--- config.mk ---
export PLATFORM = sky130hd
export DESIGN_NAME = axi_read_bridge
export DESIGN_NICKNAME = d
export VERILOG_FILES = /design/src/common/axi_pkg.sv /design/src/common/icache_pkg.sv /design/src/logic/axi_read_bridge.sv
export SDC_FILE = /design/constraint.sdc
export NUM_CORES = 1
export LEC_CHECK = 0
export BUFFER_PORTS_ARGS = -buffer_cell sky130_fd_sc_hd__buf_2
export CELL_PAD_IN_SITES_DETAIL_PLACEMENT = 1
export CELL_PAD_IN_SITES_GLOBAL_PLACEMENT = 2
export CORE_MARGIN = 2
export CORE_UTILIZATION = 30
export CTS_CLUSTER_DIAMETER = 100
export DETAILED_ROUTE_END_ITERATION = 10
export PLACE_DENSITY = 0.92
export SYNTH_ARGS = -nofsm -noshare
export SYNTH_HDL_FRONTEND = slang
export SYNTH_SLANG_ARGS = --single-unit
--- constraint.sdc ---
create_clock -name aclk -period 5.65 [get_ports aclk]
set_input_delay 1.13 -clock aclk [delete_from_list [all_inputs] [get_ports aclk]]
set_output_delay 1.13 -clock aclk [all_outputs]
set_load 0.02 [all_outputs]
--- src/common/axi_pkg.sv ---
`default_nettype none

package axi_pkg;

    localparam int AXI_ADDR_W = 32;
    localparam int AXI_DATA_W = 32;
    localparam int AXI_ID_W   = 4;
    localparam int AXI_LEN_W  = 4;

    typedef enum logic [1:0] {
        BURST_FIXED = 2'b00,
        BURST_INCR  = 2'b01,
        BURST_WRAP  = 2'b10
    } axi_burst_e;

    // bytes per beat, log2 encoded
    typedef enum logic [2:0] {
        SIZE_1B = 3'b000,
        SIZE_2B = 3'b001,
        SIZE_4B = 3'b010
    } axi_size_e;

    // one id per requester so R beats can be steered back
    typedef enum logic [3:0] {
        ID_ICACHE   = 4'd0,
        ID_UNCACHED = 4'd1
    } axi_id_e;

endpackage

`default_nettype wire

--- src/common/icache_pkg.sv ---
`default_nettype none

package icache_pkg;

    // 16-byte lines, four 32-bit words
    localparam int LINE_WORDS = 4;
    localparam int OFFSET_W   = 4;
    localparam int LINE_W     = LINE_WORDS * 32;

    localparam logic [3:0] REFILL_LEN = 4'd3; // arlen is beats - 1

    typedef enum logic [1:0] {
        IC_IDLE   = 2'd0,
        IC_MISS   = 2'd1,
        IC_REFILL = 2'd2
    } icache_state_e;

    typedef enum logic [1:0] {
        BR_IDLE = 2'd0,
        BR_ADDR = 2'd1,
        BR_DATA = 2'd2
    } bridge_state_e;

endpackage

`default_nettype wire

--- src/logic/axi_read_bridge.sv ---
`default_nettype none
`timescale 1ns/100ps

module axi_read_bridge (
    input  logic                              aclk,
    input  logic                              rst_n,

    input  logic                              refill_req,
    input  logic [axi_pkg::AXI_ADDR_W-1:0]    refill_addr,
    output logic                              refill_ready,
    output logic                              refill_valid,
    output logic [icache_pkg::LINE_W-1:0]     refill_data,

    input  logic                              ucd_req,
    input  logic [axi_pkg::AXI_ADDR_W-1:0]    ucd_addr,
    input  axi_pkg::axi_size_e                ucd_size,
    output logic                              ucd_ready,
    output logic                              ucd_ret_valid,
    output logic [axi_pkg::AXI_DATA_W-1:0]    ucd_ret_data,

    output axi_pkg::axi_id_e                  arid,
    output logic [axi_pkg::AXI_ADDR_W-1:0]    araddr,
    output logic [axi_pkg::AXI_LEN_W-1:0]     arlen,
    output axi_pkg::axi_size_e                arsize,
    output axi_pkg::axi_burst_e               arburst,
    output logic                              arvalid,
    input  logic                              arready,
    input  logic [axi_pkg::AXI_ID_W-1:0]      rid,
    input  logic [axi_pkg::AXI_DATA_W-1:0]    rdata,
    input  logic                              rlast,
    input  logic                              rvalid,
    output logic                              rready
);

    import axi_pkg::*;
    import icache_pkg::*;

    bridge_state_e state;
    bridge_state_e state_nxt;

    // fields of the read in flight
    axi_id_e                cur_id;
    logic [AXI_ADDR_W-1:0]  cur_addr;
    logic [AXI_LEN_W-1:0]   cur_len;
    axi_size_e              cur_size;

    logic [LINE_W-1:0]      line_buf;
    logic [AXI_LEN_W-1:0]   beat_cnt;

    logic ucd_take;
    logic refill_take;
    logic beat;

    // uncached wins when both ask in the same cycle
    assign ucd_ready    = (state == BR_IDLE);
    assign refill_ready = (state == BR_IDLE) && !ucd_req;
    assign ucd_take     = ucd_req && ucd_ready;
    assign refill_take  = refill_req && refill_ready;

    assign arvalid = (state == BR_ADDR);
    assign arid    = cur_id;
    assign araddr  = cur_addr;
    assign arlen   = cur_len;
    assign arsize  = cur_size;
    assign arburst = BURST_INCR;

    assign rready = (state == BR_DATA);
    assign beat   = rready && rvalid;

    assign refill_data  = line_buf;
    assign ucd_ret_data = line_buf[LINE_W-1 -: AXI_DATA_W]; // last beat lands on top

    always_ff @(posedge aclk) begin
        if (ucd_take) begin
            cur_id   <= ID_UNCACHED;
            cur_addr <= ucd_addr;
            cur_len  <= '0;
            cur_size <= ucd_size;
        end else if (refill_take) begin
            cur_id   <= ID_ICACHE;
            cur_addr <= refill_addr;
            cur_len  <= REFILL_LEN;
            cur_size <= SIZE_4B;
        end
        if (beat) begin
            line_buf <= {rdata, line_buf[LINE_W-1:AXI_DATA_W]};
        end
    end

    always_comb begin
        state_nxt = state;
        case (state)
            BR_IDLE: begin
                if (ucd_take || refill_take) begin
                    state_nxt = BR_ADDR;
                end
            end
            BR_ADDR: begin
                if (arready) begin
                    state_nxt = BR_DATA;
                end
            end
            BR_DATA: begin
                if (beat && rlast) begin
                    state_nxt = BR_IDLE;
                end
            end
            default: state_nxt = BR_IDLE;
        endcase
    end

    always_ff @(posedge aclk or negedge rst_n) begin
        if (!rst_n) begin
            state         <= BR_IDLE;
            beat_cnt      <= '0;
            refill_valid  <= 1'b0;
            ucd_ret_valid <= 1'b0;
        end else begin
            state         <= state_nxt;
            refill_valid  <= beat && rlast && (cur_id == ID_ICACHE);
            ucd_ret_valid <= beat && rlast && (cur_id == ID_UNCACHED);
            if (arvalid && arready) begin
                beat_cnt <= '0;
            end else if (beat) begin
                beat_cnt <= beat_cnt + 1'b1;
            end
        end
    end

    assert property (@(posedge aclk) disable iff (!rst_n)
        (arvalid && !arready) |=> arvalid && $stable(arid) && $stable(araddr)
            && $stable(arlen) && $stable(arsize) && $stable(arburst));

    // single outstanding read, so every beat belongs to it
    assert property (@(posedge aclk) disable iff (!rst_n)
        (state == BR_DATA && rvalid) |-> (rid == cur_id));

    assert property (@(posedge aclk) disable iff (!rst_n)
        (state == BR_DATA && rvalid) |-> (rlast == (beat_cnt == cur_len)));

endmodule

`default_nettype wire

==> impl_metrics.json, run 1 <==
{
  "clk_latency_ps": 430,
  "synth_seq_area_share": 0.8378,
  "diodes": 0,
  "grt-ovfl-total": 0,
  "die_h_um": 145.5,
  "start_util": 0.3068,
  "maxCapViolCount": 0,
  "drt_iter0_drc": 118,
  "p_int_w": 0.002543,
  "rows": 51,
  "slew_violations": 0,
  "core_area_um2": 19590,
  "min_period_ps": 2760,
  "nets": 672,
  "crit_family": "buffers and inverters",
  "ys.flop_type": "edfxtp_1",
  "p_per_area_nw_per_um2": 460.9,
  "fill_cells": 2036,
  "cts_tree": "built",
  "grt_usage": 0.1375,
  "ys_async_sr_fraction": 0.02367,
  "cp-start-kind": "input pin",
  "io_buffers": 309,
  "first_pass_iters": 4,
  "vias_per_cell": 4.095,
  "synth-edff-count": 163,
  "status": "complete, no violations",
  "p_sw_frac": 0.3229,
  "rsz0062_at_grt": "no",
  "synth_area_um2": 6010,
  "post_dp_cell_area_um2": 7564,
  "slowest_stage": "buf_2",
  "clkTransAtPathRegs_ps": 70,
  "clock_tree.root_cell": "clkbuf_16",
  "dpl.hpwl_um": 11280,
  "pwr-share-comb": 0.227,
  "yosys-top-cells-count": "edfxtp_1, buf_4, mux2_4, mux2_2, mux2_1",
  "synth_top_cell_area_share": 0.8145,
  "crit_buf_inv": 2,
  "fin_worst_skew_ps": 9.606,
  "vias": 3440,
  "clockPowerShare": 0.300,
  "synthTopCellsByArea": "edfxtp_1, buf_4, mux2_4",
  "finalInstanceArea_um2": 8147,
  "cts_hold_buffers": 0,
  "grt_pass1_wl_um": 22050,
  "postSynthAreaPerCell_um2": 22.18,
  "grt_max_degree": 76,
  "post-route-period-util": 0.4884,
  "yosysUniqueCellTypes": 28,
  "synthCells": 271,
  "power.switching_w": 0.001213,
  "synth_warnings": 0,
  "worst_setup_path_end_kind": "primary output",
  "path_cells": "buf_2, nor3_1, buf_2",
  "synth.most_common_cell": "edfxtp_1",
  "finalWeightedCongestion": 0.8518,
  "final.setup.tns_ps": 0,
  "relSlewSlack": 0.3595,
  "cts_buffer_depth": 2,
  "ys_seq_elements": 169,
  "power_frac_seq": 0.473,
  "setup_viol_count_final": 0,
  "route.antenna.remaining_nets": 0,
  "post-route-util": 0.4159,
  "timing.critical_path.mode_cell": "buf_2",
  "path_class": "in2out",
  "cts_inserted_buffers": 17,
  "drive_above_1_share": 0.6487,
  "wl_um": 14550,
  "die_area_um2": 21180,
  "yosysTopAreaCell": "edfxtp_1",
  "cts_num_sinks": 169,
  "postCtsResizedCells": 0,
  "die_w_um": 145.5,
  "drc_errors": 0,
  "min_path_type": "reg2reg",
  "hold_viol_final": 0,
  "worst_pin_slew_ps": 960.8,
  "p_leak_nw": 3.373,
  "antenna_found_initial": 0,
  "post_cts_buffers": 0,
  "h-tree-depth": 4,
  "cp.arrival_ps": 1630,
  "post_drt_wl_per_cell_um": 17.32,
  "critPathMaxStageDelay_ps": 200,
  "fmax_mhz": 362.4,
  "peakVddDrop_mv": 0.2102,
  "area_growth_pct": 35.56,
  "path_max_fanout": 4,
  "critPathRequiredTime_ps": 4520,
  "ioPinCount": 321,
  "grt_pass1_vias": 3761
}
## cells in the final DEF, fill, tap and decap left out, types with 3 or more instances in the layout
| cell type | synthesis | final |
|---|---|---|
| clkbuf_16 | 0 | 17 |
| mux2_1 | 5 | 5 |
| conb_1 | 2 | 7 |
| dfrtp_1 | 4 | 4 |
| inv_8 | 0 | 4 |
| mux2_2 | 7 | 7 |
| buf_4 | 40 | 4 |
| mux2_4 | 20 | 20 |
| edfxtp_1 | 163 | 163 |
| nor2b_1 | 3 | 3 |
| inv_6 | 0 | 3 |
| buf_2 | 0 | 309 |
| clkinv_8 | 0 | 3 |
| clkinv_4 | 0 | 3 |
## power by group through the flow
stage / Clock, W / Sequential [W] / Combinational, W
after global routing: 0.00122 / 0.00180 / 0.000913
after global placement: 0 / 0.00179 / 0.000847
after CTS: 0.00117 / 0.00178 / 0.000868
after floorplan: 0 / 0.00202 / 0.000388
final: 0.00113 / 0.00178 / 0.000853
after detailed placement: 0 / 0.00181 / 0.000868
## kinds of logic (layout without fill, tap and decap cells)
| kind of cell | Yosys count | in the layout | synth area share |
|---|---|---|---|
| other cells | 2 | 7 | 0.001250 |
| simple gates | 16 | 16 | 0.01811 |
| buf+inv | 47 | 346 | 0.06412 |
| compound gates | 4 | 4 | 0.004579 |
| mux | 33 | 33 | 0.07412 |
| flops | 169 | 169 | 0.8378 |
## path summary, 6_finish.rpt
kind	start	to	slack, ps	depth (start not counted)
max in group asynchronous	rst_n	state[0]	5020	1
worst min-delay path	refill_data[66]	refill_data[34]	450	0
min in group asynchronous	rst_n	ucd_ret_valid	490	1
worst max-delay path	ucd_req	refill_ready	2890	3
worst min register to register	refill_data[66]	refill_data[34]	450	0
worst max register to register	state[0]	refill_data[50]	3250	3
## metrics by stage
stage,worst slack [ps],power [W],hold WS (ps),cells
floorplan,888.0,0.002410,531.2,276
global placement,2608,0.002640,425.9,808
detailed placement,2492,0.002676,431.8,808
CTS,2879,0.003821,443.4,840
global route,2838,0.003932,448.7,840
finish,2890,0.003755,447.1,840
## final cells by class
cell class	count	area, µm²	share of cell area
Multi-Input combinational cell	60	616.8	0.07572
Clock buffer	18	429.2	0.05268
Sequential cell	169	5035	0.6180
Tap cell	265	331.6	0.04070
Inverter	1	3.754	0.0004608
Clock inverter	14	153.9	0.01889
Timing Repair Buffer	313	1577	0.1935
## worst register-to-register path, cell delays in order, from the launching register on
cell and delay (ps):
dfrtp_1 500, nor2b_1 230, and2_4 790, buf_4 520
## per-layer routing
layer / vias to the layer above / wire length, µm / global-route usage
met5: - / 0 / 0
met4: 0 / 222 / 0.04804
met3: 12 / 1607 / 0.07273
met2: 226 / 7369 / 0.2348
met1: 1635 / 5351 / 0.1455
li1: 1567 / - / -
## state kept, by name (all words and copies together) (netlist names)
| register | count |
|---|---|
| arid | 1 |
| refill_valid | 1 |
| state | 2 |
| refill_data | 128 |
| ucd_ret_valid | 1 |
| arsize | 3 |
| araddr | 32 |
| arlen | 1 |
Note: power is estimated with default switching activity, not from simulation.
==> run 2: changes to the inputs <==
- CORE_UTILIZATION: 30 -> 27
- PLACE_DENSITY: 0.92 -> 0.88
- clock period: 5.65 -> 2.35 ns (I/O delays scaled with it)
==> run 2 against run 1 <==
Effect of this change: combinational power rose to 2.5 times the previous value; count of clock-buffer cells in the layout down 1; sequential share of layout area down 0.85 points; critical endpoint unchanged; largest cell class unchanged.
==> impl_metrics.json, run 2 (synthesis gave the netlist of run 1 again) <==
{
  "drt_iter0_drc": 121,
  "maxCapViolCount": 0,
  "clk_latency_ps": 420,
  "vias": 3544,
  "path_cells": "nor3_1, buf_2",
  "ioPinCount": 321,
  "crit_family": "flip-flops",
  "finalWeightedCongestion": 0.7284,
  "vias_per_cell": 4.126,
  "cp-start-kind": "register",
  "dpl.hpwl_um": 11460,
  "nets": 675,
  "fin_worst_skew_ps": 14.19,
  "post-route-util": 0.3785,
  "path_class": "reg2out",
  "peakVddDrop_mv": 0.4342,
  "whs_endpoint": "refill_data[109]",
  "final.setup.tns_ps": 0,
  "core_area_um2": 21820,
  "rows": 54,
  "hold_viol_final": 0,
  "grt_pass1_wl_um": 22180,
  "cp.arrival_ps": 1430,
  "grt-ovfl-total": 0,
  "min_path_type": "in2reg",
  "drive_above_1_share": 0.6505,
  "worst_setup_path_end_kind": "primary output",
  "clock_tree.root_cell": "clkbuf_16",
  "crit_buf_inv": 1,
  "setup_viol_count_final": 0,
  "r2r-end": "araddr[2]",
  "die_w_um": 153.2,
  "slew_violations": 0,
  "grt_pass1_vias": 3694,
  "area_growth_pct": 37.46,
  "power_w": 0.009184,
  "fmax_mhz": 525.4,
  "critPathMaxStageDelay_ps": 520,
  "post_drt_wl_per_cell_um": 17.31,
  "drc_errors": 0,
  "finalInstanceArea_um2": 8260,
  "die_h_um": 153.2,
  "cts_inserted_buffers": 17,
  "start_util": 0.2754,
  "critPathRequiredTime_ps": 1880,
  "post_cts_buffers": 0,
  "layout_common_cells": "buf_2, edfxtp_1, mux2_4, clkbuf_16",
  "min_period_ps": 1903,
  "grt_max_degree": 47,
  "die_area_um2": 23470,
  "layout_commonest_cell": "buf_2",
  "route.antenna.remaining_nets": 0,
  "antenna_found_initial": 1,
  "grt_usage": 0.1266,
  "hold-path-cell-count": 1,
  "path_max_fanout": 11,
  "cts_num_sinks": 169,
  "h-tree-depth": 4,
  "wl_um": 14870,
  "first_pass_iters": 4,
  "io_buffers": 309,
  "hp-start": "rdata[13]",
  "p_per_area_nw_per_um2": 1112,
  "post_dp_cell_area_um2": 7647,
  "cts_tree": "built",
  "reg2regPathDepth": 3,
  "cts_buffer_depth": 2,
  "reg2reg_from": "state[1]",
  "rrSetupSlack_ps": 530,
  "post-route-period-util": 0.8099,
  "p_leak_nw": 3.413,
  "rsz0062_at_grt": "no",
  "largest_register_ffs": 128,
  "status": "complete, no violations",
  "clkTransAtPathRegs_ps": 80,
  "slowest_stage": "dfrtp_1",
  "postCtsResizedCells": 0
}
## run 2: worst max-delay path by stage
stage | cells after the start | from | end | slack (ps)
2_1_floorplan | 3 | state[1] | araddr[0] | 120
4_1_cts | 2 | state[1] | refill_ready | 390
5_1_grt | 2 | state[1] | refill_ready | 370
3_3_place_gp | 4 | ucd_req | araddr[2] | 540
6_report | 2 | state[1] | refill_ready | 450
3_5_place_dp | 4 | ucd_req | araddr[4] | 500
## run 2: timing repair
action / 4_1_cts / 5_1_grt
hold buffers: 1 / 0
endpoints found under the hold margin: 4 / 0
setup endpoints to repair: 0 / 0
## run 2: routing by layer
layer  track usage  routed length [µm]
met1        0.1441                5709
met4       0.04453                 235
met2        0.2073                7158
met5             0                  13
met3       0.06238                1749
## run 2: area by class of cell
type / instances / area [µm²]
Fill cell: 2272 / 13560
Sequential cell: 169 / 5035
Timing Repair Buffer: 316 / 1652
Multi-Input combinational cell: 60 / 616.8
Clock buffer: 17 / 425.4
Tap cell: 280 / 350.3
Clock inverter: 15 / 175.2
Inverter: 1 / 3.754
Antenna cell: 1 / 2.502
## run 2: per-stage QoR
step	worst slack [ps]	hold slack, ps	cells
6_report	446.7	216.5	859
2_1_floorplan	122.7	174.4	276
4_1_cts	385.0	185.8	858
3_3_place_gp	537.9	276.8	825
3_5_place_dp	495.6	287.2	825
5_1_grt	367.2	189.6	858
## run 2: where the power goes
group          switching, W  internal (W)
clock               0.00133       0.00144
combinational       0.00140      0.000744
sequential         0.000267       0.00400
total               0.00300       0.00619
